--- src/rvPkg.sv ---
package rvPkg;

    localparam int xlen      = 32;
    localparam int regAddrW  = 5;
    localparam int imemDepth = 64;  // words, indexed by pc[7:2]
    localparam int dmemDepth = 64;

    // major opcodes of the supported subset
    typedef enum logic [6:0] {
        opReg    = 7'b0110011,
        opImm    = 7'b0010011,
        opLoad   = 7'b0000011,
        opStore  = 7'b0100011,
        opBranch = 7'b1100011
    } opcodeE;

    typedef enum logic [1:0] {
        aluAdd = 2'd0,
        aluSub = 2'd1,
        aluAnd = 2'd2,
        aluOr  = 2'd3
    } aluOpE;

    // operand source in execute
    typedef enum logic [1:0] {
        fwdNone = 2'b00,
        fwdWb   = 2'b01,
        fwdMem  = 2'b10
    } fwdSelE;

    // all zero is a bubble
    typedef struct packed {
        logic  regWrite;
        logic  memWrite;
        logic  memToReg;
        logic  branch;
        logic  aluSrcImm;
        aluOpE aluOp;
    } ctrlT;

endpackage

--- src/stageIf.sv ---


interface hazIf;
    import rvPkg::*;
    logic [regAddrW-1:0] rs1D;
    logic [regAddrW-1:0] rs2D;
    logic [regAddrW-1:0] rs1E;
    logic [regAddrW-1:0] rs2E;
    logic [regAddrW-1:0] rdE;
    logic [regAddrW-1:0] rdM;
    logic [regAddrW-1:0] rdW;
    logic                memToRegE;
    logic                regWriteM;
    logic                regWriteW;
    logic                branchTakenE;
    fwdSelE              fwdA;
    fwdSelE              fwdB;
    logic                stallF;
    logic                stallD;
    logic                flushD;
    logic                flushE;
    modport hazard (
        input  rs1D, rs2D, rs1E, rs2E, rdE, memToRegE, rdM, regWriteM, rdW, regWriteW,
        input  branchTakenE,
        output fwdA, fwdB, stallF, stallD, flushD, flushE
    );
    modport user (
        output rs1D, rs2D, rs1E, rs2E, rdE, memToRegE, rdM, regWriteM, rdW, regWriteW,
        output branchTakenE,
        input  fwdA, fwdB, stallF, stallD, flushD, flushE
    );
endinterface
--- src/hazardUnit.sv ---
`timescale 1ns/10ps

module hazardUnit (
    hazIf.hazard haz
);
    import rvPkg::*;

    logic lwStall;

    // memory stage wins over writeback, x0 never forwarded
    function automatic fwdSelE pickFwd(
        input logic [regAddrW-1:0] rs,
        input logic [regAddrW-1:0] rdM,
        input logic                regWriteM,
        input logic [regAddrW-1:0] rdW,
        input logic                regWriteW
    );
        if (rs == '0) begin
            return fwdNone;
        end
        if (regWriteM && rdM == rs) begin
            return fwdMem;
        end
        if (regWriteW && rdW == rs) begin
            return fwdWb;
        end
        return fwdNone;
    endfunction

    assign haz.fwdA = pickFwd(haz.rs1E, haz.rdM, haz.regWriteM, haz.rdW, haz.regWriteW);
    assign haz.fwdB = pickFwd(haz.rs2E, haz.rdM, haz.regWriteM, haz.rdW, haz.regWriteW);

    // load in execute feeding the instruction in decode
    assign lwStall = haz.memToRegE && haz.rdE != '0
                     && (haz.rdE == haz.rs1D || haz.rdE == haz.rs2D);

    assign haz.stallF = lwStall;
    assign haz.stallD = lwStall;

    // taken branch kills the two younger instructions
    assign haz.flushD = haz.branchTakenE;
    assign haz.flushE = lwStall || haz.branchTakenE;  // bubble either way

endmodule

--- src/flat_wrapper.sv ---
// flat-port wrapper written by rule: the top's interface ports become plain ports
module hazardUnit_flat import rvPkg::*;
  (haz_rs1D, haz_rs2D, haz_rs1E, haz_rs2E, haz_rdE, haz_memToRegE, haz_rdM, haz_regWriteM, haz_rdW, haz_regWriteW, haz_branchTakenE, haz_fwdA, haz_fwdB, haz_stallF, haz_stallD, haz_flushD, haz_flushE);
  hazIf haz_i ();
  input wire logic [$bits(haz_i.rs1D)-1:0] haz_rs1D;
  input wire logic [$bits(haz_i.rs2D)-1:0] haz_rs2D;
  input wire logic [$bits(haz_i.rs1E)-1:0] haz_rs1E;
  input wire logic [$bits(haz_i.rs2E)-1:0] haz_rs2E;
  input wire logic [$bits(haz_i.rdE)-1:0] haz_rdE;
  input wire logic [$bits(haz_i.memToRegE)-1:0] haz_memToRegE;
  input wire logic [$bits(haz_i.rdM)-1:0] haz_rdM;
  input wire logic [$bits(haz_i.regWriteM)-1:0] haz_regWriteM;
  input wire logic [$bits(haz_i.rdW)-1:0] haz_rdW;
  input wire logic [$bits(haz_i.regWriteW)-1:0] haz_regWriteW;
  input wire logic [$bits(haz_i.branchTakenE)-1:0] haz_branchTakenE;
  output wire logic [$bits(haz_i.fwdA)-1:0] haz_fwdA;
  output wire logic [$bits(haz_i.fwdB)-1:0] haz_fwdB;
  output wire logic [$bits(haz_i.stallF)-1:0] haz_stallF;
  output wire logic [$bits(haz_i.stallD)-1:0] haz_stallD;
  output wire logic [$bits(haz_i.flushD)-1:0] haz_flushD;
  output wire logic [$bits(haz_i.flushE)-1:0] haz_flushE;
  assign haz_i.rs1D = haz_rs1D;
  assign haz_i.rs2D = haz_rs2D;
  assign haz_i.rs1E = haz_rs1E;
  assign haz_i.rs2E = haz_rs2E;
  assign haz_i.rdE = haz_rdE;
  assign haz_i.memToRegE = haz_memToRegE;
  assign haz_i.rdM = haz_rdM;
  assign haz_i.regWriteM = haz_regWriteM;
  assign haz_i.rdW = haz_rdW;
  assign haz_i.regWriteW = haz_regWriteW;
  assign haz_i.branchTakenE = haz_branchTakenE;
  assign haz_fwdA = haz_i.fwdA;
  assign haz_fwdB = haz_i.fwdB;
  assign haz_stallF = haz_i.stallF;
  assign haz_stallD = haz_i.stallD;
  assign haz_flushD = haz_i.flushD;
  assign haz_flushE = haz_i.flushE;
  hazardUnit u_core (.haz(haz_i));
endmodule
--- config.mk ---
export PLATFORM = sky130hd
export DESIGN_NAME = hazardUnit_flat
export DESIGN_NICKNAME = d
export VERILOG_FILES = /design/src/rvPkg.sv /design/src/stageIf.sv /design/src/hazardUnit.sv /design/src/flat_wrapper.sv
export SDC_FILE = /design/constraint.sdc
export NUM_CORES = 1
export LEC_CHECK = 0
export BUFFER_PORTS_ARGS = -buffer_cell sky130_fd_sc_hd__buf_4
export CORE_AREA = 5 5 42 44
export DETAILED_ROUTE_END_ITERATION = 10
export DIE_AREA = 0 0 47 49
export PLACE_DENSITY = 0.85
export SLEW_MARGIN = 20
export SYNTH_ARGS = -nofsm -noshare
export SYNTH_HDL_FRONTEND = slang
export SYNTH_SLANG_ARGS = --single-unit
--- constraint.sdc ---
create_clock -name vclk -period 1.2
set_clock_uncertainty 0.1 [all_clocks]
set_input_delay 0.06 -clock vclk [all_inputs]
set_output_delay 0.06 -clock vclk [all_outputs]
set_load 0.02 [all_outputs]
==> flow_metrics.tcl <==
set metrics [dict create \
    avgSynthCellArea_sq_um 7.62 \
    remaining_drc_errors 0 \
    io_pins 47 \
    std_cell_rows 14 \
    synth_cell_type_count 20 \
    violations "negative setup slack" \
    synth_nets 97 \
    power_switching_uw 135 \
    antenna_found_initial 0 \
    post-place-ws_ns -0.0700 \
    finalMaxSlewViolations 0 \
    die_w_um 47 \
    intPower_uw 195 \
    rsz0062_at_grt "true" \
    finalWirelength_mm 1.74 \
    cap_viol_max_count 0 \
    setup_violations 5 \
    layout_setup_ws_ns -0.0407 \
    holdPathEnd "haz_flushD" \
    synth_area_leaders "xor2_1, xnor2_1, nor3_1, nor2_1, buf_4" \
    core_area_sq_um 1400 \
    dpl.hpwl_mm 1.45 \
    sw_frac_of_total_pct 41.0 \
    ant_nets 0 \
    pwr-share-seq_pct 0 \
    crit_type "in2out" \
    finalSetupTns_ns -0.0852 \
    cellPowerDensity_nw_per_um2 338 \
    min-delay-path-class "in2out" \
    drtIter0Drc 3 \
    grt_usage_pct 14.9 \
    syn_inst 58 \
    status "finished with violations" \
    port_buffers 47 \
    period_needed_ns 1.24 \
    combinationalPowerShare_pct 100.0 \
    grt_pass1_wl_mm 2.73 \
    leakage_uw 0.000462 \
    fin_nets 153 \
    synth_most_common_cell "xor2_1" \
    routedWlPerCell_um 13.6 \
    hold_start "haz_branchTakenE" \
    first_pass_iters 4 \
    slowest_stage "or4_4" \
    cts_hold_buf 0 \
    slowest_delay_ns 0.54 \
    yosysWarnings 0 \
    clkPwrFrac_pct 0 \
    end_kind "primary output" \
    num_vias 638 \
    syn-cell-area_sq_um 442 \
    initial_core_util_pct 31.5 \
    place.gp.congestion 0.809 \
    regArea_sq_um 0 \
    vias_per_cell 4.98 \
    yosysTopAreaCell "xor2_1" \
    seq_cells 0 \
    antenna_cells 0 \
    cp.arrival_ns 1.08 \
    cp_cell_sequence "buf_8 -> or4_4 -> o21ai_4 -> o21bai_1 -> buf_4" \
    yosys.area.top_type_share_pct 41.6 \
    slew_headroom_pct 81.5 \
    finalCritPeriodShare_pct 103 \
    holdPathStages 2 \
    grt_pass1_vias 683 \
    total_power_uw 330 \
    die-area_sq_um 2300 \
    ys_seq_area_share_pct 0 \
    clock_buffer_count 0 \
    layout-drive-gt1-share_pct 60.7 \
    critical_path.max_fanout 2 \
    grt-ovfl-total 0 \
    synthTopCellsByCount "xor2_1, xnor2_1, nor2_1, nor3_1" \
    worst_pin_slew_ns 0.275 \
    grt_max_degree 4 \
    finalHoldViolCount 0 \
    required_ns 1.04 \
    area_delta_synth_final_pct 121 \
    timing.fmax_mhz 806 \
    vdd_drop_max_mv 0.182 \
    dieHeight_um 49 \
    crit_path_start_kind "input port" \
]
worst max-delay path by stage:
stage,from,slack [ns],cells after the start,to
final,haz_rdE[0],-0.04,5,haz_flushE
after global routing,haz_rs2E[2],-0.08,6,haz_fwdB[1]
after CTS,haz_rdE[0],-0.04,5,haz_flushE
after detailed placement,haz_rdE[0],-0.07,5,haz_flushE
after global placement,haz_rdE[0],-0.05,5,haz_flushE
after floorplan,haz_rdE[0],0.06,4,haz_stallF
metal layers:
| metal | GRT usage, % | vias up | share of wire (%) |
|---|---|---|---|
| met4 | 1.38 | 0 | 0.80 |
| li1 | - | 310 | - |
| met1 | 16.1 | 281 | 32 |
| met2 | 29.2 | 45 | 51 |
| met3 | 2.58 | 2 | 16 |
| met5 | 0 | - | 0 |
cell usage in the layout (no fill, tap or decap), types with 2 or more instances in the layout:
master    n
nor3_2    3
xor2_1   21
buf_6    10
buf_8     3
or4_4     2
nor4_1    2
nand3_1   2
nor2_1    3
buf_4    43
xnor2_1   8
nor3_1    2
metrics by stage:
stage                     util [%]  hold slack, ns  std cells  cell area [sq um]
after floorplan                  -           0.133         58                444
after global placement        61.0           0.234        126                855
after detailed placement      61.0           0.235        126                855
after CTS                     67.1           0.237        128                941
after global routing          69.7           0.244        128                977
final                         69.7           0.235        128                977
power by group through the flow:
stage / clock (uW) / combinational, uW / sequential [uW]
floorplan: 0 / 112 / 0
global placement: 0 / 281 / 0
detailed placement: 0 / 286 / 0
CTS: 0 / 313 / 0
global route: 0 / 358 / 0
finish: 0 / 330 / 0
kinds of logic after synthesis:
family,after synthesis,synth area share [%]
AOI/OAI and AO/OA,5,9.07
xor gates and xnor gates,29,57.5
buffers and inverters,3,4.25
and+or+nand+nor,21,29.2
area by class of cell:
type / instances / area, sq um
Timing Repair Buffer: 56 / 480
Multi-Input combinational cell: 55 / 473
Fill cell: 99 / 424
Tap cell: 16 / 20.0
Inverter: 1 / 3.75
repair_timing:
action,CTS,global route
endpoints found under the hold margin,0,0
pin swaps,11,8
resized for setup,18,7
gates cloned,0,0
setup buffers,2,0
endpoints found under the setup margin,6,7
worst max-delay path, delay by kind of cell:
family	cells	cell delay [ns]
and+or+nand+nor	1	0.54
buffers and inverters	2	0.25
AOI/OAI and AO/OA	2	0.23
No activity file was read; power rests on OpenSTA's default activity.
